**src/bus_pkg.sv**
```systemverilog
// bus package: NMI and APB4 request/response structs and bus widths
`default_nettype none

package bus_pkg;

  localparam int DATA_W = 32;
  // byte lanes per data word
  localparam int STRB_W = DATA_W / 8;
  // offset width inside one peripheral slot
  localparam int APB_AW = 12;

  typedef logic [DATA_W-1:0] word_t;

  // cpu side request, wstrb of zero is a read
  typedef struct packed {
    logic              valid;
    word_t             addr;
    word_t             wdata;
    logic [STRB_W-1:0] wstrb;
  } nmi_req_t;

  typedef struct packed {
    logic  ready;
    word_t rdata;
  } nmi_rsp_t;

  typedef struct packed {
    logic              psel;
    logic              penable;
    logic              pwrite;
    logic [APB_AW-1:0] paddr;
    word_t             pwdata;
    logic [STRB_W-1:0] pstrb;
  } apb_req_t;

  typedef struct packed {
    logic  pready;
    word_t prdata;
    logic  pslverr;
  } apb_rsp_t;

endpackage

`default_nettype wire

```
**src/mmap_pkg.sv**
```systemverilog
// memory map package: slot numbers, register offsets and bit positions
`default_nettype none

package mmap_pkg;

  // address bits 15:12 pick the slot
  localparam int SLOT_LSB  = 12;
  localparam int SLOT_W    = 4;
  localparam int SLOT_TMR  = 0;
  localparam int SLOT_CRC  = 1;
  localparam int NUM_SLOTS = 2;

  // timer registers
  localparam logic [bus_pkg::APB_AW-1:0] TMR_CTRL = 12'h000;
  localparam logic [bus_pkg::APB_AW-1:0] TMR_PSCR = 12'h004;
  localparam logic [bus_pkg::APB_AW-1:0] TMR_CMP  = 12'h008;
  localparam logic [bus_pkg::APB_AW-1:0] TMR_CNT  = 12'h00C;
  localparam logic [bus_pkg::APB_AW-1:0] TMR_STAT = 12'h010;
  localparam logic [bus_pkg::APB_AW-1:0] TMR_CAP  = 12'h014;

  localparam int TMR_CTRL_EN_BIT    = 0;
  localparam int TMR_CTRL_IE_BIT    = 1;
  localparam int TMR_STAT_MATCH_BIT = 0;

  // crc registers
  localparam logic [bus_pkg::APB_AW-1:0] CRC_CTRL = 12'h000;
  localparam logic [bus_pkg::APB_AW-1:0] CRC_DATA = 12'h004;
  localparam logic [bus_pkg::APB_AW-1:0] CRC_RES  = 12'h008;

  localparam int CRC_CTRL_INIT_BIT = 0;
  // one byte per data write
  localparam int CRC_BYTE_W = 8;

  // reflected IEEE 802.3 polynomial
  localparam logic [31:0] CRC_POLY = 32'hEDB8_8320;
  localparam logic [31:0] CRC_INIT = 32'hFFFF_FFFF;

endpackage

`default_nettype wire

```
**src/crc32_core.sv**
```systemverilog
// byte-serial reflected CRC-32 engine, one byte per cycle
`default_nettype none

module crc32_core (
  input  logic                            clk_i,
  input  logic                            rst_n_i,
  input  logic                            init_i,
  input  logic                            byte_valid_i,
  input  logic [mmap_pkg::CRC_BYTE_W-1:0] byte_i,
  output bus_pkg::word_t                  crc_state_o
);

  bus_pkg::word_t state_q;
  bus_pkg::word_t next_state;

  // eight lsb-first shift steps of the reflected polynomial
  always_comb begin
    bus_pkg::word_t c;
    c = state_q ^ bus_pkg::word_t'(byte_i);
    for (int k = 0; k < mmap_pkg::CRC_BYTE_W; k++) begin
      if (c[0]) c = (c >> 1) ^ mmap_pkg::CRC_POLY;
      else c = c >> 1;
    end
    next_state = c;
  end

  always_ff @(posedge clk_i) begin
    if (!rst_n_i) begin
      state_q <= mmap_pkg::CRC_INIT;
    end else if (init_i) begin
      state_q <= mmap_pkg::CRC_INIT;
    end else if (byte_valid_i) begin
      state_q <= next_state;
    end
  end

  assign crc_state_o = state_q;

endmodule

`default_nettype wire

```
**src/apb4_crc_regs.sv**
```systemverilog
// CRC register block that turns APB writes into engine commands and returns the result
`default_nettype none

module apb4_crc_regs (
  input  logic                            clk_i,
  input  logic                            rst_n_i,
  input  bus_pkg::apb_req_t               apb_req_i,
  output bus_pkg::apb_rsp_t               apb_rsp_o,
  output logic                            init_o,
  output logic                            byte_valid_o,
  output logic [mmap_pkg::CRC_BYTE_W-1:0] byte_o,
  input  bus_pkg::word_t                  crc_state_i
);

  logic                            wr;
  logic                            init_wr;
  logic                            data_wr;
  logic                            init_q;
  logic                            byte_valid_q;
  logic [mmap_pkg::CRC_BYTE_W-1:0] byte_q;
  bus_pkg::word_t                  rdata;

  assign wr = apb_req_i.psel && apb_req_i.penable && apb_req_i.pwrite;

  assign init_wr = wr && apb_req_i.paddr == mmap_pkg::CRC_CTRL && apb_req_i.pstrb[0] &&
                   apb_req_i.pwdata[mmap_pkg::CRC_CTRL_INIT_BIT];

  // data byte lives in lane 0
  assign data_wr = wr && apb_req_i.paddr == mmap_pkg::CRC_DATA && apb_req_i.pstrb[0];

  // one command pulse per access phase
  always_ff @(posedge clk_i) begin
    if (!rst_n_i) begin
      init_q       <= 1'b0;
      byte_valid_q <= 1'b0;
    end else begin
      init_q       <= init_wr;
      byte_valid_q <= data_wr;
    end
  end

  always_ff @(posedge clk_i) begin
    if (data_wr) byte_q <= apb_req_i.pwdata[mmap_pkg::CRC_BYTE_W-1:0];
  end

  assign init_o       = init_q;
  assign byte_valid_o = byte_valid_q;
  assign byte_o       = byte_q;

  // final xor folded into the read path
  always_comb begin
    rdata = '0;
    if (apb_req_i.paddr == mmap_pkg::CRC_RES) rdata = ~crc_state_i;
  end

  assign apb_rsp_o.pready  = apb_req_i.psel;
  assign apb_rsp_o.prdata  = rdata;
  assign apb_rsp_o.pslverr = 1'b0;

  // commands are exclusive and never repeat in the next cycle
  a_cmd_excl : assert property (@(posedge clk_i) disable iff (!rst_n_i)
    (init_o || byte_valid_o) |->
      !(init_o && byte_valid_o) && !$past(init_o || byte_valid_o));

endmodule

`default_nettype wire

```
**src/apb4_tmr.sv**
```systemverilog
// APB4 timer: prescaled counter, compare match interrupt and input capture
`default_nettype none

module apb4_tmr (
  input  logic              clk_i,
  input  logic              rst_n_i,
  input  bus_pkg::apb_req_t apb_req_i,
  output bus_pkg::apb_rsp_t apb_rsp_o,
  input  logic              tmr_capch_i,
  output logic              tmr_irq_o
);

  logic [1:0]     ctrl_q;
  bus_pkg::word_t pscr_q;
  bus_pkg::word_t cmp_q;
  bus_pkg::word_t cnt_q;
  bus_pkg::word_t psc_q;
  bus_pkg::word_t cap_q;
  logic           flag_q;
  logic [1:0]     cap_sync_q;
  logic           cap_prev_q;
  logic           wr;
  logic           tick;
  logic           cap_rise;
  bus_pkg::word_t rdata;

  // byte lane merge of a write into a register
  function automatic bus_pkg::word_t merge(bus_pkg::word_t old_v, bus_pkg::word_t new_v,
                                           logic [bus_pkg::STRB_W-1:0] strb);
    bus_pkg::word_t res;
    res = old_v;
    for (int b = 0; b < bus_pkg::STRB_W; b++) begin
      if (strb[b]) res[8*b +: 8] = new_v[8*b +: 8];
    end
    return res;
  endfunction

  assign wr       = apb_req_i.psel && apb_req_i.penable && apb_req_i.pwrite;
  assign tick     = ctrl_q[mmap_pkg::TMR_CTRL_EN_BIT] && (psc_q == pscr_q);
  assign cap_rise = cap_sync_q[1] && !cap_prev_q;

  always_ff @(posedge clk_i) begin
    if (!rst_n_i) begin
      ctrl_q     <= '0;
      pscr_q     <= '0;
      cmp_q      <= '0;
      cnt_q      <= '0;
      psc_q      <= '0;
      cap_q      <= '0;
      flag_q     <= 1'b0;
      cap_sync_q <= '0;
      cap_prev_q <= 1'b0;
    end else begin
      cap_sync_q <= {cap_sync_q[0], tmr_capch_i};
      cap_prev_q <= cap_sync_q[1];
      if (cap_rise) cap_q <= cnt_q;

      // prescaler runs only while enabled
      if (!ctrl_q[mmap_pkg::TMR_CTRL_EN_BIT] || tick) psc_q <= '0;
      else psc_q <= psc_q + 1'b1;

      if (wr && apb_req_i.paddr == mmap_pkg::TMR_STAT && apb_req_i.pstrb[0] &&
          apb_req_i.pwdata[mmap_pkg::TMR_STAT_MATCH_BIT]) begin
        flag_q <= 1'b0;
      end

      if (wr && apb_req_i.paddr == mmap_pkg::TMR_CNT) begin
        cnt_q <= merge(cnt_q, apb_req_i.pwdata, apb_req_i.pstrb);
      end else if (tick) begin
        if (cnt_q == cmp_q) begin
          cnt_q  <= '0;
          flag_q <= 1'b1;
        end else begin
          cnt_q <= cnt_q + 1'b1;
        end
      end

      if (wr && apb_req_i.paddr == mmap_pkg::TMR_CTRL && apb_req_i.pstrb[0]) begin
        ctrl_q <= apb_req_i.pwdata[1:0];
      end
      if (wr && apb_req_i.paddr == mmap_pkg::TMR_PSCR) begin
        pscr_q <= merge(pscr_q, apb_req_i.pwdata, apb_req_i.pstrb);
      end
      if (wr && apb_req_i.paddr == mmap_pkg::TMR_CMP) begin
        cmp_q <= merge(cmp_q, apb_req_i.pwdata, apb_req_i.pstrb);
      end
    end
  end

  always_comb begin
    rdata = '0;
    case (apb_req_i.paddr)
      mmap_pkg::TMR_CTRL: rdata[1:0] = ctrl_q;
      mmap_pkg::TMR_PSCR: rdata = pscr_q;
      mmap_pkg::TMR_CMP:  rdata = cmp_q;
      mmap_pkg::TMR_CNT:  rdata = cnt_q;
      mmap_pkg::TMR_STAT: rdata[mmap_pkg::TMR_STAT_MATCH_BIT] = flag_q;
      mmap_pkg::TMR_CAP:  rdata = cap_q;
      default:            rdata = '0;
    endcase
  end

  assign apb_rsp_o.pready  = apb_req_i.psel;
  assign apb_rsp_o.prdata  = rdata;
  assign apb_rsp_o.pslverr = 1'b0;

  assign tmr_irq_o = flag_q && ctrl_q[mmap_pkg::TMR_CTRL_IE_BIT];

  // zero wait states, relies on the bridge never raising penable alone
  a_pready_access : assert property (@(posedge clk_i) disable iff (!rst_n_i)
    apb_req_i.penable |-> apb_rsp_o.pready);

endmodule

`default_nettype wire

```
**src/nmi2apb.sv**
```systemverilog
// NMI to APB4 bridge that decodes the slot and sequences setup and access phases
`default_nettype none

module nmi2apb (
  input  logic               clk_i,
  input  logic               rst_n_i,
  input  bus_pkg::nmi_req_t  nmi_req_i,
  output bus_pkg::nmi_rsp_t  nmi_rsp_o,
  output bus_pkg::apb_req_t  apb_req_o [mmap_pkg::NUM_SLOTS],
  input  bus_pkg::apb_rsp_t  apb_rsp_i [mmap_pkg::NUM_SLOTS]
);

  typedef enum logic [1:0] {
    ST_IDLE,
    ST_SETUP,
    ST_ACCESS
  } state_e;

  state_e                         state_q;
  bus_pkg::word_t                 addr_q;
  bus_pkg::word_t                 wdata_q;
  logic [bus_pkg::STRB_W-1:0]     wstrb_q;
  logic [mmap_pkg::SLOT_W-1:0]    slot;
  logic                           hit;
  logic [mmap_pkg::NUM_SLOTS-1:0] psel_vec;
  logic [mmap_pkg::NUM_SLOTS-1:0] penable_vec;
  logic                           sel_pready;
  bus_pkg::word_t                 sel_prdata;
  logic                           ready_q;
  bus_pkg::word_t                 rdata_q;

  assign slot = addr_q[mmap_pkg::SLOT_LSB +: mmap_pkg::SLOT_W];
  assign hit  = slot < mmap_pkg::SLOT_W'(mmap_pkg::NUM_SLOTS);

  // only the addressed slot gets psel
  always_comb begin
    for (int i = 0; i < mmap_pkg::NUM_SLOTS; i++) begin
      psel_vec[i]            = (state_q != ST_IDLE) && hit && (slot == mmap_pkg::SLOT_W'(i));
      penable_vec[i]         = psel_vec[i] && (state_q == ST_ACCESS);
      apb_req_o[i].psel      = psel_vec[i];
      apb_req_o[i].penable   = penable_vec[i];
      apb_req_o[i].pwrite    = |wstrb_q;
      apb_req_o[i].paddr     = addr_q[bus_pkg::APB_AW-1:0];
      apb_req_o[i].pwdata    = wdata_q;
      apb_req_o[i].pstrb     = wstrb_q;
    end
  end

  // unmapped slot completes at once and reads zero
  always_comb begin
    sel_pready = !hit;
    sel_prdata = '0;
    for (int i = 0; i < mmap_pkg::NUM_SLOTS; i++) begin
      if (hit && slot == mmap_pkg::SLOT_W'(i)) begin
        sel_pready = apb_rsp_i[i].pready;
        sel_prdata = apb_rsp_i[i].prdata;
      end
    end
  end

  // ready registered on the third edge after valid
  always_ff @(posedge clk_i) begin
    if (!rst_n_i) begin
      state_q <= ST_IDLE;
      ready_q <= 1'b0;
    end else begin
      ready_q <= 1'b0;
      case (state_q)
        ST_IDLE: begin
          if (nmi_req_i.valid) state_q <= ST_SETUP;
        end
        ST_SETUP: begin
          state_q <= ST_ACCESS;
        end
        ST_ACCESS: begin
          if (sel_pready) begin
            state_q <= ST_IDLE;
            ready_q <= 1'b1;
          end
        end
        default: state_q <= ST_IDLE;
      endcase
    end
  end

  // request and read data payload
  always_ff @(posedge clk_i) begin
    if (state_q == ST_IDLE && nmi_req_i.valid) begin
      addr_q  <= nmi_req_i.addr;
      wdata_q <= nmi_req_i.wdata;
      wstrb_q <= nmi_req_i.wstrb;
    end
    if (state_q == ST_ACCESS && sel_pready) rdata_q <= sel_prdata;
  end

  assign nmi_rsp_o.ready = ready_q;
  assign nmi_rsp_o.rdata = rdata_q;

  // access phase only after a setup cycle on the same slot
  a_penable_psel : assert property (@(posedge clk_i) disable iff (!rst_n_i)
    (penable_vec & ~(psel_vec & $past(psel_vec))) == '0);

  // psel never moves to another slot without an idle cycle between
  a_psel_onehot : assert property (@(posedge clk_i) disable iff (!rst_n_i)
    $onehot0(psel_vec) &&
    (psel_vec == '0 || $past(psel_vec) == '0 || psel_vec == $past(psel_vec)));

  // the cpu may not see two back to back completions
  a_ready_pulse : assert property (@(posedge clk_i) disable iff (!rst_n_i)
    nmi_rsp_o.ready |=> !nmi_rsp_o.ready);

endmodule

`default_nettype wire

```
**src/ip_apb_wrapper.sv**
```systemverilog
// APB peripheral island top: bridge, timer and CRC unit with the timer interrupt
`default_nettype none

module ip_apb_wrapper (
  input  logic              clk_i,
  input  logic              rst_n_i,
  input  bus_pkg::nmi_req_t nmi_req_i,
  output bus_pkg::nmi_rsp_t nmi_rsp_o,
  input  logic              tmr_capch_i,
  output logic              tmr_irq_o
);

  bus_pkg::apb_req_t               apb_req [mmap_pkg::NUM_SLOTS];
  bus_pkg::apb_rsp_t               apb_rsp [mmap_pkg::NUM_SLOTS];

  // crc register block to engine
  logic                            crc_init;
  logic                            crc_byte_valid;
  logic [mmap_pkg::CRC_BYTE_W-1:0] crc_byte;
  bus_pkg::word_t                  crc_state;

  nmi2apb u_nmi2apb (
    .clk_i     (clk_i),
    .rst_n_i   (rst_n_i),
    .nmi_req_i (nmi_req_i),
    .nmi_rsp_o (nmi_rsp_o),
    .apb_req_o (apb_req),
    .apb_rsp_i (apb_rsp)
  );

  apb4_tmr u_apb4_tmr (
    .clk_i       (clk_i),
    .rst_n_i     (rst_n_i),
    .apb_req_i   (apb_req[mmap_pkg::SLOT_TMR]),
    .apb_rsp_o   (apb_rsp[mmap_pkg::SLOT_TMR]),
    .tmr_capch_i (tmr_capch_i),
    .tmr_irq_o   (tmr_irq_o)
  );

  apb4_crc_regs u_apb4_crc_regs (
    .clk_i        (clk_i),
    .rst_n_i      (rst_n_i),
    .apb_req_i    (apb_req[mmap_pkg::SLOT_CRC]),
    .apb_rsp_o    (apb_rsp[mmap_pkg::SLOT_CRC]),
    .init_o       (crc_init),
    .byte_valid_o (crc_byte_valid),
    .byte_o       (crc_byte),
    .crc_state_i  (crc_state)
  );

  crc32_core u_crc32_core (
    .clk_i        (clk_i),
    .rst_n_i      (rst_n_i),
    .init_i       (crc_init),
    .byte_valid_i (crc_byte_valid),
    .byte_i       (crc_byte),
    .crc_state_o  (crc_state)
  );

endmodule

`default_nettype wire

```
**config.mk**
```make
export PLATFORM = sky130hd
export DESIGN_NAME = ip_apb_wrapper
export DESIGN_NICKNAME = d
export VERILOG_FILES = /design/src/bus_pkg.sv /design/src/mmap_pkg.sv /design/src/crc32_core.sv /design/src/apb4_crc_regs.sv /design/src/apb4_tmr.sv /design/src/nmi2apb.sv /design/src/ip_apb_wrapper.sv
export SDC_FILE = /design/constraint.sdc
export NUM_CORES = 1
export LEC_CHECK = 0
export BUFFER_PORTS_ARGS = -buffer_cell sky130_fd_sc_hd__buf_4
export CAP_MARGIN = 0
export CORE_MARGIN = 5
export CORE_UTILIZATION = 45
export DETAILED_ROUTE_END_ITERATION = 6
export SLEW_MARGIN = 20
export SYNTH_ARGS = -nofsm -noshare
export SYNTH_HDL_FRONTEND = slang
export SYNTH_SLANG_ARGS = --single-unit
export TNS_END_PERCENT = 30
```
**constraint.sdc**
```tcl
create_clock -name clk_i -period 6.45 [get_ports clk_i]
set_input_delay 0.645 -clock clk_i [delete_from_list [all_inputs] [get_ports clk_i]]
set_output_delay 0.645 -clock clk_i [all_outputs]
set_load 0.05 [all_outputs]
```
======== Yosys cells after proc, flatten, opt, wreduce, memory -nomap -nowiden ========
Index checks and enable logic that the tools add are counted.
word-level totals
  input port bits ......................... 72
  word-level logic and storage cells ...... 144
  register bits after elaboration ......... 295
  output and inout port bits .............. 34
cells by class
  add/sub/neg operators ................... 2
  bitwise gates (word level) .............. 11
  reduce and logical (&&, ||, !) cells .... 55
  muxes and demuxes ....................... 31
  magnitude comparators ................... 1
  equality and inequality tests ........... 16
operators by type and width
  kind                   number
  $mux 32                14
  $pmux 30 s4            1
  $not 13->14            8
  $add 32x1->32 const B  2
  $eq 32x32->1           2
  $mux 8                 4
  $not 32->32            1
  $xor 32x8->32          1
  $logic_and 1x1->1      29
  $reduce_and 2->1       14
  $eq 12x4->1 const B    2
  $eq 12x5->1 const B    2
  $eq 12x3->1 const B    1
  $logic_not 12->1       1
  $ne 2x2->1 const B     5
  $mux 1                 7
  $pmux 1 s6             1
  $pmux 2 s3             1
  $pmux 1 s5             1
  $eq 4x1->1 const B     1
  $logic_not 4->1        1
  $lt 4x2->1 const B     1
  $mux 2                 2
  $reduce_bool 2->1      2
  9 further kinds        12

======== Longest topological paths before layout ========
Gate-level depths: netlist of the first run.
  word-level depth ........................ 17
  depth in mapped cells ................... 10
  mapped depth without buffers ............ 8

======== Cells and area by module ========
A second synthesis of the first run with hierarchy kept.
unflattened totals
  cells, all modules ...................... 1,500
  area, all modules ....................... 14,989.4 um^2
modules (own cells, without submodules)
  module         area each (um^2)  instances  cells each  seq. area each (um^2)
  apb4_tmr       8,694.6           1          1,053       3,323.2
  nmi2apb        3,577.2           1          206         2,582.5
  crc32_core     2,052.0           1          178         640.6
  apb4_crc_regs  665.6             1          63          280.3

======== Worst setup path after synthesis of the first run ========
Ideal clock, no wire load.
  path kind ............................... input to register
  from .................................... in nmi_req_i[68] (netlist name)
  to ...................................... reg u_nmi2apb.addr_q[0] (enable)
  buffers on the path ..................... 0
  arrival ................................. 4.461 ns
  data required time ...................... 5.912 ns
  setup slack ............................. 1.451 ns
  library setup time ...................... 0.538 ns
  stages on the path ...................... 1
  cell sequence ........................... nor3b_1
between the ends
  longest elaborated chain between the ends .. 1
RTL lines
  item                    line                 text
  start: declaration      ip_apb_wrapper.sv:7  input bus_pkg::nmi_req_t nmi_req_i,
  $logic_and 1x1->1       nmi2apb.sv:88        if (state_q == ST_IDLE && nmi_req_i.valid) begin
  end signal: assignment  nmi2apb.sv:89        addr_q <= nmi_req_i.addr;
  end: declaration        nmi2apb.sv:20        bus_pkg::word_t addr_q;
Every way passes these cells.
A chain may end at the register's enable or synchronous reset.

======== Worst setup path after layout of the first run ========
  from .................................... reg u_nmi2apb.addr_q[14]
  to ...................................... reg u_apb4_tmr.cnt_q[29]
between the ends
  longest elaborated chain between the ends .. 9
  elaborated cells on any way between the ends .. 12
  those cells by class .................... order compare: 1; eq/ne: 1; mux: 1; reduce/logical: 9
RTL lines
  item                                                                     line            text
  $lt 4x2->1                                                               nmi2apb.sv:33   assign hit = slot < mmap_pkg::SLOT_W'(mmap_pkg::NUM_SLOTS);
  $logic_and 1x1->1                                                        nmi2apb.sv:38   psel_vec[i] = (state_q != ST_IDLE) && hit && (slot == mmap_pkg::SLOT_W'(i));
  $logic_and 1x1->1 *                                                      nmi2apb.sv:38
  $logic_and 1x1->1                                                        nmi2apb.sv:39   penable_vec[i] = psel_vec[i] && (state_q == ST_ACCESS);
  $logic_and 1x1->1 * (2 in a row)                                         apb4_tmr.sv:38  assign wr = apb_req_i.psel && apb_req_i.penable && apb_req_i.pwrite;
  $logic_and 1x1->1 *                                                      apb4_tmr.sv:67  if (wr && apb_req_i.paddr == mmap_pkg::TMR_CNT) begin
  $ne 2x2->1 (no source line) / $reduce_bool 2->1 (equally long branches)  n/a
  $reduce_and 2->1 (no source line)                                        n/a
  end signal: assignment                                                   apb4_tmr.sv:68  cnt_q <= merge(cnt_q, apb_req_i.pwdata, apb_req_i.pstrb);
  end signal: assignment                                                   apb4_tmr.sv:74  cnt_q <= cnt_q + 1'b1;
  end: declaration                                                         apb4_tmr.sv:16  bus_pkg::word_t cnt_q;
Every way passes the cells marked *; elsewhere a longest branch is shown, timed or not.

==> report_table.html, run 1 <==
<table>
<tr><th>Metric</th><th>Value</th></tr>
<tr><th colspan="2">Run status</th></tr>
<tr><td>Status</td><td>finished clean</td></tr>
<tr><th colspan="2">Setup path</th></tr>
<tr><td>Maximum fanout along the worst path</td><td>21</td></tr>
<tr><td>CP Data Arrival Time</td><td>3.77 ns</td></tr>
<tr><td>Worst Path Required</td><td>6.91 ns</td></tr>
<tr><td>Class of the most critical setup path</td><td>flop to flop</td></tr>
<tr><td>Critical path startpoint category</td><td>flop</td></tr>
<tr><td>R2r setup slk</td><td>3.15 ns</td></tr>
<tr><td>Worst Reg2Reg Path Length in Cells</td><td>7</td></tr>
<tr><td>Worst Setup End Kind</td><td>flop</td></tr>
<tr><th colspan="2">Timing</th></tr>
<tr><td>Final clock skew</td><td>0.0243 ns</td></tr>
<tr><td>Headroom to the max-slew limit</td><td>30.4%</td></tr>
<tr><td>Slew Viols, Final</td><td>0</td></tr>
<tr><td>Setup-failing EPs final</td><td>0</td></tr>
<tr><td>Hold slack final</td><td>0.247 ns</td></tr>
<tr><td>Achievable frequency</td><td>303 MHz</td></tr>
<tr><td>Final worst-path cycle share</td><td>51.2%</td></tr>
<tr><td>Setup repair after global routing missed its margin</td><td>no</td></tr>
<tr><td>Endpoints failing hold</td><td>0</td></tr>
<tr><td>Fin Setup TNS</td><td>0 ns</td></tr>
<tr><td>Transition time at the pin with the least slew margin</td><td>1.04 ns</td></tr>
<tr><td>Final period demand of the worst path</td><td>3.30 ns</td></tr>
<tr><th colspan="2">Route</th></tr>
<tr><td>DRC marker count from the first detailed-route iteration</td><td>912</td></tr>
<tr><td>ANT nets after route</td><td>0</td></tr>
<tr><td>Remaining DRCs</td><td>0</td></tr>
<tr><td>Mean routed wirelength per cell</td><td>20.3 microns</td></tr>
<tr><td>Average vias per placed instance</td><td>5.69</td></tr>
<tr><td>Total number of vias</td><td>10500</td></tr>
<tr><td>Detailed-router iteration count before antenna repair</td><td>5</td></tr>
<tr><td>Wire length reported by the detailed router</td><td>37600 microns</td></tr>
<tr><th colspan="2">Logic synthesis</th></tr>
<tr><td>Portion of the post-synthesis area used by sequential elements</td><td>50.1%</td></tr>
<tr><td>Average instance area after synthesis</td><td>9.71 sq um</td></tr>
<tr><td>Fraction of registers with async set/reset</td><td>0%</td></tr>
<tr><td>Count of warnings emitted by yosys</td><td>0</td></tr>
<tr><td>Top cell type's share of synthesized area</td><td>29.8%</td></tr>
<tr><td>Number of instances in the synthesized netlist</td><td>1403</td></tr>
<tr><td>Number of distinct library cells after synthesis</td><td>66</td></tr>
<tr><td>Synth Register Bits</td><td>295</td></tr>
<tr><td>EDFF count, synth</td><td>92</td></tr>
<tr><td>Cell area after synthesis</td><td>13600 sq um</td></tr>
<tr><td>Number of nets produced by synthesis</td><td>1477</td></tr>
<tr><td>Dominant cells by area after synthesis</td><td>sky130_fd_sc_hd__dfxtp_1 30%, sky130_fd_sc_hd__edfxtp_1 20%, sky130_fd_sc_hd__xor2_1 7.2%</td></tr>
<tr><td>Predominant post-synthesis flop cell</td><td>sky130_fd_sc_hd__dfxtp_1</td></tr>
<tr><td>Cell type contributing the most total cell area after synthesis</td><td>sky130_fd_sc_hd__dfxtp_1</td></tr>
<tr><th colspan="2">Final layout</th></tr>
<tr><td>Proportion of layout cells with a drive suffix above 1</td><td>12.8%</td></tr>
<tr><td>Synthesis-to-finish area growth</td><td>13.3%</td></tr>
<tr><td>Most frequent cells in the layout</td><td>203 x sky130_fd_sc_hd__dfxtp_1, 202 x sky130_fd_sc_hd__nand2_1, 113 x sky130_fd_sc_hd__nor2_1</td></tr>
<tr><td>Fraction of the core area covered by cells at the end of the flow</td><td>51.8%</td></tr>
<tr><td>Most common cell after layout, fill and taps aside</td><td>sky130_fd_sc_hd__dfxtp_1</td></tr>
<tr><td>Final antenna diode count</td><td>0</td></tr>
<tr><td>Final Net Count</td><td>1511</td></tr>
<tr><th colspan="2">Power and ir drop</th></tr>
<tr><td>P_leak</td><td>5.77 nW</td></tr>
<tr><td>Register share of total power</td><td>52.6%</td></tr>
<tr><td>Net Switching</td><td>0.000823 W</td></tr>
<tr><td>Share of total power consumed by net switching</td><td>21.9%</td></tr>
<tr><td>Power density cells</td><td>244 nW/um^2</td></tr>
<tr><td>Internal power consumption</td><td>0.00294 W</td></tr>
<tr><td>Power share of the combinational group</td><td>2.6%</td></tr>
<tr><td>Clock share of power</td><td>44.8%</td></tr>
<tr><td>Max VDD drop</td><td>192 uV</td></tr>
<tr><th colspan="2">Global route</th></tr>
<tr><td>Pin count of the biggest net entering global routing</td><td>94</td></tr>
<tr><td>Via count of the first global-routing pass</td><td>10000</td></tr>
<tr><td>Remaining global-route overflow</td><td>0</td></tr>
<tr><td>Overall track demand over capacity in global routing</td><td>21.8%</td></tr>
<tr><td>Global-route wire length before repair</td><td>58000 microns</td></tr>
<tr><td>Initial antenna violation count</td><td>0</td></tr>
<tr><th colspan="2">Floorplanning</th></tr>
<tr><td>Core footprint</td><td>29800 sq um</td></tr>
<tr><td>Initial core utilization</td><td>45.7%</td></tr>
<tr><td>Die area</td><td>33900 sq um</td></tr>
<tr><td>Std cell rows</td><td>63</td></tr>
<tr><td>Die width</td><td>184 microns</td></tr>
<tr><td>IO Count</td><td>106</td></tr>
<tr><td>Height of the die</td><td>184 microns</td></tr>
<tr><th colspan="2">Clock network</th></tr>
<tr><td>Post-CTS Resized</td><td>0</td></tr>
<tr><td>Worst-case clock buffer depth</td><td>3</td></tr>
<tr><td>Post-CTS Hold Fix Bufs</td><td>0</td></tr>
<tr><td>Clock transition time at the flip-flop clock pins of the worst setup and hold paths</td><td>0.06 ns</td></tr>
<tr><td>CTS Buf Count</td><td>31</td></tr>
<tr><td>Post-CTS setup buffer count</td><td>0</td></tr>
<tr><td>CTS sink count</td><td>295</td></tr>
<tr><td>H-tree depth</td><td>1</td></tr>
<tr><td>Skew-Pair Late Insertion Delay</td><td>0.57 ns</td></tr>
<tr><td>Clk root buf</td><td>sky130_fd_sc_hd__clkbuf_16</td></tr>
<tr><td>CTS tree</td><td>done</td></tr>
<tr><th colspan="2">Placement</th></tr>
<tr><td>GP Congestion</td><td>0.890</td></tr>
<tr><td>Number of buffer cells added on primary ports</td><td>89</td></tr>
<tr><td>Estimated wirelength of the detail-placed design</td><td>26500 microns</td></tr>
<tr><th colspan="2">Hold path</th></tr>
<tr><td>Instance count along the most critical hold path</td><td>1</td></tr>
<tr><td>Path type of the worst min-delay path</td><td>input port to flop</td></tr>
<tr><th colspan="2">Flow run</th></tr>
<tr><td>Number of maximum-capacitance violations</td><td>0</td></tr>
</table>
==> power by group through the flow <==
stage                     Combinational, W  Sequential [W]  Clock (W)
after floorplan                  0.0000414         0.00201          0
after global placement           0.0000975         0.00202          0
after detailed placement         0.0000984         0.00202          0
after CTS                        0.0000987         0.00198    0.00172
after global routing              0.000104         0.00198    0.00179
final                            0.0000980         0.00198    0.00169
==> stage by stage <==
step	cells	cell area (sq um)	worst slack, ns	power, W
6_report	1852	15400	3.15	0.00376
5_1_grt	1852	15400	2.99	0.00388
4_1_cts	1852	15400	3.16	0.00380
3_5_place_dp	1794	14500	3.17	0.00212
3_3_place_gp	1794	14500	3.19	0.00211
2_1_floorplan	1403	13600	1.45	0.00206
==> Yosys cell counts (23+ instances only) <==
master	count
sky130_fd_sc_hd__dfxtp_1	203
sky130_fd_sc_hd__nand2_1	202
sky130_fd_sc_hd__nor2_1	116
sky130_fd_sc_hd__xor2_1	112
sky130_fd_sc_hd__edfxtp_1	92
sky130_fd_sc_hd__a21oi_1	78
sky130_fd_sc_hd__clkbuf_1	70
sky130_fd_sc_hd__xnor2_1	59
sky130_fd_sc_hd__nand3_1	52
sky130_fd_sc_hd__mux2i_1	49
sky130_fd_sc_hd__o22ai_1	42
sky130_fd_sc_hd__o21ai_0	39
sky130_fd_sc_hd__a221oi_1	32
sky130_fd_sc_hd__a22o_1	31
sky130_fd_sc_hd__nand4_1	23
==> worst max-delay path, cell delays in order, from the launching register on <==
cell and delay [ns]:
sky130_fd_sc_hd__edfxtp_1 0.39, sky130_fd_sc_hd__nor4_1 0.61, sky130_fd_sc_hd__nand2_1 0.23, sky130_fd_sc_hd__nor4_4 0.75, sky130_fd_sc_hd__buf_4 0.38, sky130_fd_sc_hd__or2_2 0.44, sky130_fd_sc_hd__o21ai_1 0.13, sky130_fd_sc_hd__a31o_2 0.26
==> cells by family after synthesis <==
family / count (synthesis) / share of synthesized area, %
compound gates: 268 / 13.2
xor+xnor: 179 / 11.9
fa+ha+maj: 2 / 0.184
buf+inv: 112 / 3.66
flops: 295 / 50.1
mux: 51 / 3.93
simple gates: 496 / 17.0
==> registers in the layout, indices dropped and copies added, names as in the netlist <==
register / cells
u_apb4_tmr.cmp_q: 32
u_apb4_tmr.psc_q: 32
u_crc32_core.crc_state_o: 32
u_nmi2apb.rdata_q: 32
u_nmi2apb.state_q: 2
u_apb4_tmr.cap_q: 32
u_apb4_crc_regs.byte_valid_o: 1
u_apb4_tmr.cap_sync_q: 2
u_nmi2apb.ready_q: 1
u_nmi2apb.wstrb_q: 4
u_apb4_tmr.pscr_q: 32
u_apb4_crc_regs.init_o: 1
u_nmi2apb.wdata_q: 32
u_apb4_tmr.ctrl_q: 2
u_apb4_tmr.cnt_q: 32
u_apb4_tmr.cap_prev_q: 1
u_apb4_tmr.flag_q: 1
u_nmi2apb.addr_q: 16
u_apb4_crc_regs.byte_o: 8
==> metal layers <==
layer	routed length, microns	vias up	GRT usage, %
li1	-	5045	-
met1	17300	5101	31.3
met2	17000	334	34.2
met3	2220	66	3.36
met4	1160	0	6.27
met5	0	-	0
==> cell type report <==
| class | count | area [sq um] |
|---|---|---|
| fillers | 2778 | 14400 |
| flip-flops and latches | 295 | 6830 |
| multi-input cells | 996 | 6350 |
| clock buffers | 52 | 915 |
| repair buffers | 105 | 788 |
| well taps | 390 | 488 |
| clock inverters | 6 | 37.5 |
| inverters | 8 | 31.3 |
==> worst paths after layout <==
kind / to / start
worst max-delay path: u_apb4_tmr.cnt_q[29] / u_nmi2apb.addr_q[14]
worst min-delay path: u_nmi2apb.wdata_q[21] / nmi_req_i[25]
worst max register to register: u_apb4_tmr.cnt_q[29] / u_nmi2apb.addr_q[14]
worst min register to register: u_apb4_tmr.cap_sync_q[1] / u_apb4_tmr.cap_sync_q[0]
(Power assumes the default switching activity.)
==> run 2, diff against run 1 <==
- clock period: 6.45 -> 3.05 ns (I/O delays scaled with it)
==> report_table.html, run 2 (synthesis gave the netlist of run 1 again) <==
<table>
<tr><th>Metric</th><th>Value</th></tr>
<tr><th colspan="2">Global route</th></tr>
<tr><td>Initial antenna violation count</td><td>0</td></tr>
<tr><td>Global-route wire length before repair</td><td>59500 microns</td></tr>
<tr><td>Pin count of the biggest net entering global routing</td><td>83</td></tr>
<tr><td>Via count of the first global-routing pass</td><td>10300</td></tr>
<tr><td>Remaining global-route overflow</td><td>0</td></tr>
<tr><td>Overall track demand over capacity in global routing</td><td>22.4%</td></tr>
<tr><th colspan="2">Power and ir drop</th></tr>
<tr><td>Max VDD drop</td><td>384 uV</td></tr>
<tr><td>P_leak</td><td>6.26 nW</td></tr>
<tr><td>Power density cells</td><td>522 nW/um^2</td></tr>
<tr><td>Overall power</td><td>0.00859 W</td></tr>
<tr><th colspan="2">Timing</th></tr>
<tr><td>Slew Viols, Final</td><td>0</td></tr>
<tr><td>Final critical-path setup slack</td><td>0.150 ns</td></tr>
<tr><td>Final worst-path cycle share</td><td>95.1%</td></tr>
<tr><td>Headroom to the max-slew limit</td><td>37.8%</td></tr>
<tr><td>Transition time at the pin with the least slew margin</td><td>0.934 ns</td></tr>
<tr><td>Setup repair after global routing missed its margin</td><td>no</td></tr>
<tr><td>Achievable frequency</td><td>345 MHz</td></tr>
<tr><td>Final clock skew</td><td>0.0238 ns</td></tr>
<tr><td>Final period demand of the worst path</td><td>2.90 ns</td></tr>
<tr><td>Setup-failing EPs final</td><td>0</td></tr>
<tr><td>Fin Setup TNS</td><td>0 ns</td></tr>
<tr><td>Endpoints failing hold</td><td>0</td></tr>
<tr><th colspan="2">Setup path</th></tr>
<tr><td>CP Data Arrival Time</td><td>3.31 ns</td></tr>
<tr><td>Critical path startpoint category</td><td>flop</td></tr>
<tr><td>R2r setup slk</td><td>0.15 ns</td></tr>
<tr><td>Worst Reg2Reg Path Length in Cells</td><td>8</td></tr>
<tr><td>Maximum fanout along the worst path</td><td>11</td></tr>
<tr><td>Class of the most critical setup path</td><td>flop to flop</td></tr>
<tr><td>Worst Setup End Kind</td><td>flop</td></tr>
<tr><td>Worst Path Required</td><td>3.46 ns</td></tr>
<tr><td>Reg-to-Reg Start</td><td>u_nmi2apb.addr_q[5]</td></tr>
<tr><td>Reg-to-reg critical path endpoint</td><td>u_apb4_tmr.cnt_q[29]</td></tr>
<tr><th colspan="2">Clock network</th></tr>
<tr><td>CTS tree</td><td>done</td></tr>
<tr><td>Skew-Pair Late Insertion Delay</td><td>0.52 ns</td></tr>
<tr><td>H-tree depth</td><td>2</td></tr>
<tr><td>Clk root buf</td><td>sky130_fd_sc_hd__clkbuf_16</td></tr>
<tr><td>CTS Buf Count</td><td>34</td></tr>
<tr><td>Worst-case clock buffer depth</td><td>3</td></tr>
<tr><td>Clock transition time at the flip-flop clock pins of the worst setup and hold paths</td><td>0.06 ns</td></tr>
<tr><td>Post-CTS setup buffer count</td><td>0</td></tr>
<tr><td>CTS sink count</td><td>295</td></tr>
<tr><th colspan="2">Placement</th></tr>
<tr><td>Number of buffer cells added on primary ports</td><td>89</td></tr>
<tr><td>Area after detailed placement</td><td>14800 sq um</td></tr>
<tr><td>Worst slack after detailed placement</td><td>0.189 ns</td></tr>
<tr><td>GP Congestion</td><td>0.894</td></tr>
<tr><td>Estimated wirelength of the detail-placed design</td><td>27200 microns</td></tr>
<tr><th colspan="2">Floorplanning</th></tr>
<tr><td>Height of the die</td><td>184 microns</td></tr>
<tr><td>IO Count</td><td>106</td></tr>
<tr><td>Die width</td><td>184 microns</td></tr>
<tr><td>Die area</td><td>33900 sq um</td></tr>
<tr><td>Std cell rows</td><td>63</td></tr>
<tr><td>Initial core utilization</td><td>45.7%</td></tr>
<tr><td>Core footprint</td><td>29800 sq um</td></tr>
<tr><th colspan="2">Final layout</th></tr>
<tr><td>Synthesis-to-finish area growth</td><td>20.7%</td></tr>
<tr><td>Fraction of the core area covered by cells at the end of the flow</td><td>55.2%</td></tr>
<tr><td>Proportion of layout cells with a drive suffix above 1</td><td>14.5%</td></tr>
<tr><td>Final antenna diode count</td><td>0</td></tr>
<tr><td>Final Net Count</td><td>1600</td></tr>
<tr><td>Most frequent cells in the layout</td><td>203 x sky130_fd_sc_hd__dfxtp_1, 202 x sky130_fd_sc_hd__nand2_1, 134 x sky130_fd_sc_hd__buf_4</td></tr>
<tr><td>Final std cell area, no fill</td><td>16400 sq um</td></tr>
<tr><td>Most common cell after layout, fill and taps aside</td><td>sky130_fd_sc_hd__dfxtp_1</td></tr>
<tr><th colspan="2">Route</th></tr>
<tr><td>Remaining DRCs</td><td>0</td></tr>
<tr><td>DRC marker count from the first detailed-route iteration</td><td>945</td></tr>
<tr><td>Detailed-router iteration count before antenna repair</td><td>7</td></tr>
<tr><td>Average vias per placed instance</td><td>5.55</td></tr>
<tr><td>Wire length reported by the detailed router</td><td>38300 microns</td></tr>
<tr><td>Total number of vias</td><td>10800</td></tr>
<tr><td>ANT nets after route</td><td>0</td></tr>
<tr><td>Mean routed wirelength per cell</td><td>19.7 microns</td></tr>
<tr><th colspan="2">Run status</th></tr>
<tr><td>Status</td><td>finished clean</td></tr>
<tr><th colspan="2">Hold path</th></tr>
<tr><td>Instance count along the most critical hold path</td><td>2</td></tr>
<tr><td>Path type of the worst min-delay path</td><td>input port to flop</td></tr>
<tr><td>Worst-case hold path end point</td><td>u_apb4_tmr.cap_sync_q[0]</td></tr>
<tr><td>Start point of the worst min-delay path</td><td>tmr_capch_i</td></tr>
<tr><th colspan="2">Flow run</th></tr>
<tr><td>Number of maximum-capacitance violations</td><td>0</td></tr>
</table>
[run 2: routing by layer]
| metal | global-route usage [%] | share of wire [%] | up-vias |
|---|---|---|---|
| li1 | - | - | 5227 |
| met1 | 32.4 | 46 | 5136 |
| met2 | 35.0 | 45 | 348 |
| met3 | 2.99 | 6.1 | 67 |
| met4 | 6.83 | 2.7 | 0 |
| met5 | 0 | 0 | - |
[run 2: metrics by stage]
stage          std cells  hold WS (ns)
2_1_floorplan       1403         0.404
3_3_place_gp        1828         0.418
3_5_place_dp        1828         0.422
4_1_cts             1941       0.00354
5_1_grt             1941        0.0104
6_report            1941        0.0186
[run 2: layout make-up]
cell class / count / area, sq um
clock buffer: 47 / 952
clock inverter: 14 / 176
fill: 2670 / 13300
inverter: 8 / 31.3
multi-input combinational: 996 / 6350
sequential: 295 / 6830
tap: 390 / 488
timing repair buffer: 191 / 1630
[run 2: report_power, final]
group	switching, W	total, W	internal [W]
clock network	0.00160	0.00412	0.00253
logic	0.000160	0.000289	0.000128
registers	0.0000612	0.00417	0.00411
[run 2: worst max-delay path: stages, from the launching register on]
cell and delay, ns:
sky130_fd_sc_hd__edfxtp_1 0.37, sky130_fd_sc_hd__nor3_1 0.44, sky130_fd_sc_hd__nand4b_4 0.24, sky130_fd_sc_hd__nor4_4 0.57, sky130_fd_sc_hd__buf_4 0.24, sky130_fd_sc_hd__nand2_1 0.16
sky130_fd_sc_hd__nand2b_1 0.39, sky130_fd_sc_hd__o21ai_1 0.13, sky130_fd_sc_hd__a31o_2 0.26
[run 2: how the worst max path moves through the flow]
stage / startpoint / slack, ns / endpoint
3_5_place_dp: u_nmi2apb.addr_q[1] / 0.19 / u_apb4_tmr.cnt_q[29]
6_report: u_nmi2apb.addr_q[5] / 0.15 / u_apb4_tmr.cnt_q[29]
4_1_cts: u_nmi2apb.addr_q[5] / 0.18 / u_apb4_tmr.cnt_q[29]
5_1_grt: u_nmi2apb.addr_q[5] / 0.02 / u_apb4_tmr.cnt_q[29]
3_3_place_gp: u_nmi2apb.addr_q[5] / 0.23 / u_apb4_tmr.cnt_q[29]
2_1_floorplan: u_nmi2apb.state_q[1] / -0.45 / u_apb4_tmr.cnt_q[29]
[run 2: repair_timing]
action                                 CTS  global route
gates resized for setup                  0             0
endpoints found under the hold margin   52             0
hold buffers                            52             0
==> run 3, diff against run 2 <==
- SYNTH_HIERARCHICAL: default -> 1
==> report_table.html, run 3 <==
<table>
<tr><th>Metric</th><th>Value</th></tr>
<tr><th colspan="2">Run status</th></tr>
<tr><td>Status</td><td>finished clean</td></tr>
<tr><th colspan="2">Setup path</th></tr>
<tr><td>Critical path startpoint category</td><td>flop</td></tr>
<tr><td>CP Cell Sequence</td><td>nor4_4 &gt; and2b_1 &gt; and3_1 &gt; nor2b_1 &gt; buf_4 &gt; a21boi_1 &gt; a32oi_1 &gt; a21oi_1 &gt; o22ai_1</td></tr>
<tr><td>Cell depth of the worst setup path</td><td>9</td></tr>
<tr><td>Number of buffer and inverter instances along the worst setup path</td><td>1</td></tr>
<tr><td>R2r setup slk</td><td>0.17 ns</td></tr>
<tr><td>Class of the most critical setup path</td><td>flop to flop</td></tr>
<tr><td>Reg-to-Reg Start</td><td>u_nmi2apb/addr_q[13]</td></tr>
<tr><td>Crit path max-delay cell type</td><td>sky130_fd_sc_hd__a32oi_1</td></tr>
<tr><td>Reg-to-reg critical path endpoint</td><td>u_apb4_tmr/cnt_q[25]</td></tr>
<tr><td>Worst Path Required</td><td>3.47 ns</td></tr>
<tr><td>Critical path endpoint</td><td>u_apb4_tmr/cnt_q[25]</td></tr>
<tr><td>Worst Reg2Reg Path Length in Cells</td><td>9</td></tr>
<tr><td>CP Data Arrival Time</td><td>3.30 ns</td></tr>
<tr><td>Crit-path max cell delay</td><td>0.83 ns</td></tr>
<tr><td>Worst Setup End Kind</td><td>flop</td></tr>
<tr><td>Worst path top cell family by delay</td><td>compound AO/OA/AOI/OAI gates</td></tr>
<tr><td>Critical path origin</td><td>u_nmi2apb/addr_q[13]</td></tr>
<tr><td>Maximum fanout along the worst path</td><td>11</td></tr>
<tr><th colspan="2">Placement</th></tr>
<tr><td>GP Congestion</td><td>0.856</td></tr>
<tr><td>Estimated wirelength of the detail-placed design</td><td>29600 microns</td></tr>
<tr><td>Worst slack after detailed placement</td><td>0.250 ns</td></tr>
<tr><td>Number of buffer cells added on primary ports</td><td>89</td></tr>
<tr><td>Area after detailed placement</td><td>15700 sq um</td></tr>
<tr><th colspan="2">Power and ir drop</th></tr>
<tr><td>Power density cells</td><td>489 nW/um^2</td></tr>
<tr><td>Max VDD drop</td><td>445 uV</td></tr>
<tr><td>P_leak</td><td>6.29 nW</td></tr>
<tr><td>Overall power</td><td>0.00846 W</td></tr>
<tr><th colspan="2">Clock network</th></tr>
<tr><td>Clk root buf</td><td>sky130_fd_sc_hd__clkbuf_16</td></tr>
<tr><td>Post-CTS Resized</td><td>0</td></tr>
<tr><td>Worst-case clock buffer depth</td><td>3</td></tr>
<tr><td>Skew-Pair Late Insertion Delay</td><td>0.52 ns</td></tr>
<tr><td>Post-CTS setup buffer count</td><td>0</td></tr>
<tr><td>H-tree depth</td><td>2</td></tr>
<tr><td>CTS Buf Count</td><td>34</td></tr>
<tr><td>CTS sink count</td><td>295</td></tr>
<tr><td>Clock transition time at the flip-flop clock pins of the worst setup and hold paths</td><td>0.06 ns</td></tr>
<tr><td>CTS tree</td><td>done</td></tr>
<tr><th colspan="2">Route</th></tr>
<tr><td>Average vias per placed instance</td><td>5.59</td></tr>
<tr><td>Detailed-router iteration count before antenna repair</td><td>6</td></tr>
<tr><td>DRC marker count from the first detailed-route iteration</td><td>1300</td></tr>
<tr><td>Remaining DRCs</td><td>0</td></tr>
<tr><td>Mean routed wirelength per cell</td><td>20.8 microns</td></tr>
<tr><td>Total number of vias</td><td>11300</td></tr>
<tr><td>ANT nets after route</td><td>0</td></tr>
<tr><td>Wire length reported by the detailed router</td><td>42100 microns</td></tr>
<tr><th colspan="2">Final layout</th></tr>
<tr><td>Final Net Count</td><td>1634</td></tr>
<tr><td>Proportion of layout cells with a drive suffix above 1</td><td>18.2%</td></tr>
<tr><td>Final antenna diode count</td><td>0</td></tr>
<tr><td>Final std cell area, no fill</td><td>17300 sq um</td></tr>
<tr><td>Most frequent cells in the layout</td><td>205 x sky130_fd_sc_hd__nand2_1, 203 x sky130_fd_sc_hd__dfxtp_1, 141 x sky130_fd_sc_hd__buf_4</td></tr>
<tr><td>Most common cell after layout, fill and taps aside</td><td>sky130_fd_sc_hd__nand2_1</td></tr>
<tr><td>Synthesis-to-finish area growth</td><td>15.6%</td></tr>
<tr><td>Fraction of the core area covered by cells at the end of the flow</td><td>52.9%</td></tr>
<tr><th colspan="2">Floorplanning</th></tr>
<tr><td>Die area</td><td>37000 sq um</td></tr>
<tr><td>Die width</td><td>192 microns</td></tr>
<tr><td>Std cell rows</td><td>66</td></tr>
<tr><td>Core footprint</td><td>32700 sq um</td></tr>
<tr><td>Initial core utilization</td><td>45.8%</td></tr>
<tr><td>IO Count</td><td>106</td></tr>
<tr><td>Height of the die</td><td>192 microns</td></tr>
<tr><th colspan="2">Global route</th></tr>
<tr><td>Global-route wire length before repair</td><td>65200 microns</td></tr>
<tr><td>Via count of the first global-routing pass</td><td>10700</td></tr>
<tr><td>Initial antenna violation count</td><td>0</td></tr>
<tr><td>Overall track demand over capacity in global routing</td><td>22.7%</td></tr>
<tr><td>Remaining global-route overflow</td><td>0</td></tr>
<tr><td>Pin count of the biggest net entering global routing</td><td>128</td></tr>
<tr><th colspan="2">Timing</th></tr>
<tr><td>Slew Viols, Final</td><td>0</td></tr>
<tr><td>Final worst-path cycle share</td><td>94.3%</td></tr>
<tr><td>Setup repair after global routing missed its margin</td><td>no</td></tr>
<tr><td>Setup-failing EPs final</td><td>0</td></tr>
<tr><td>Achievable frequency</td><td>348 MHz</td></tr>
<tr><td>Final period demand of the worst path</td><td>2.88 ns</td></tr>
<tr><td>Headroom to the max-slew limit</td><td>31.1%</td></tr>
<tr><td>Final critical-path setup slack</td><td>0.173 ns</td></tr>
<tr><td>Final clock skew</td><td>0.0247 ns</td></tr>
<tr><td>Transition time at the pin with the least slew margin</td><td>1.03 ns</td></tr>
<tr><td>Fin Setup TNS</td><td>0 ns</td></tr>
<tr><td>Endpoints failing hold</td><td>0</td></tr>
<tr><th colspan="2">Hold path</th></tr>
<tr><td>Path type of the worst min-delay path</td><td>input port to flop</td></tr>
<tr><th colspan="2">Logic synthesis</th></tr>
<tr><td>Number of instances in the synthesized netlist</td><td>1496</td></tr>
<tr><td>Average instance area after synthesis</td><td>10.0 sq um</td></tr>
<tr><td>Cell area after synthesis</td><td>15000 sq um</td></tr>
<tr><td>Count of warnings emitted by yosys</td><td>6</td></tr>
<tr><td>Number of nets produced by synthesis</td><td>1570</td></tr>
<tr><th colspan="2">Flow run</th></tr>
<tr><td>Number of maximum-capacitance violations</td><td>0</td></tr>
</table>
==> run 3: power breakdown <==
part	leakage, nW	total, W	internal (W)	switching (W)
combinational	3.25	0.000305	0.000132	0.000173
sequential	2.51	0.00418	0.00411	0.0000684
clock	0.536	0.00398	0.00236	0.00162
==> run 3: final cells by class <==
cell class              instances  area (sq um)
inverters                      19          72.6
multi-input cells            1013          7120
repair buffers                197          1650
fillers                      2960         15400
flip-flops and latches        295          6830
clock inverters                11          78.8
clock buffers                  50          1000
well taps                     442           553
==> run 3: per-layer routing <==
metal / track usage [%] / wire length (microns) / up-vias
met1: 33.2 / 19100 / 5537
met2: 35.8 / 19500 / 352
met4: 5.79 / 1030 / 0
li1: - / - / 5388
met5: 0 / 0 / -
met3: 2.62 / 2400 / 63
==> run 3: per-stage QoR <==
step / std cells / hold WS [ns]
6_report: 2027 / 0.0265
2_1_floorplan: 1496 / 0.404
3_5_place_dp: 1913 / 0.427
5_1_grt: 2027 / 0.0253
4_1_cts: 2027 / 0.0150
3_3_place_gp: 1913 / 0.418
==> run 3: repair_timing <==
item                                   CTS  global route
endpoints found under the hold margin   53             0
hold buffers                            53             0
setup endpoints to repair                0             0
==> run 3: how the worst min path moves through the flow <==
stage	from	endpoint	slack, ns	cells past startpoint
global placement	u_apb4_tmr/cap_sync_q[0]	u_apb4_tmr/cap_sync_q[1]	0.42	1
detailed placement	u_apb4_tmr/cap_sync_q[0]	u_apb4_tmr/cap_sync_q[1]	0.43	1
CTS	nmi_req_i[68]	u_nmi2apb/state_q[0]	0.01	2
global route	nmi_req_i[68]	u_nmi2apb/state_q[0]	0.03	2
finish	nmi_req_i[68]	u_nmi2apb/state_q[0]	0.03	2
floorplan	nmi_req_i[36]	u_nmi2apb/addr_q[0]	0.40	0
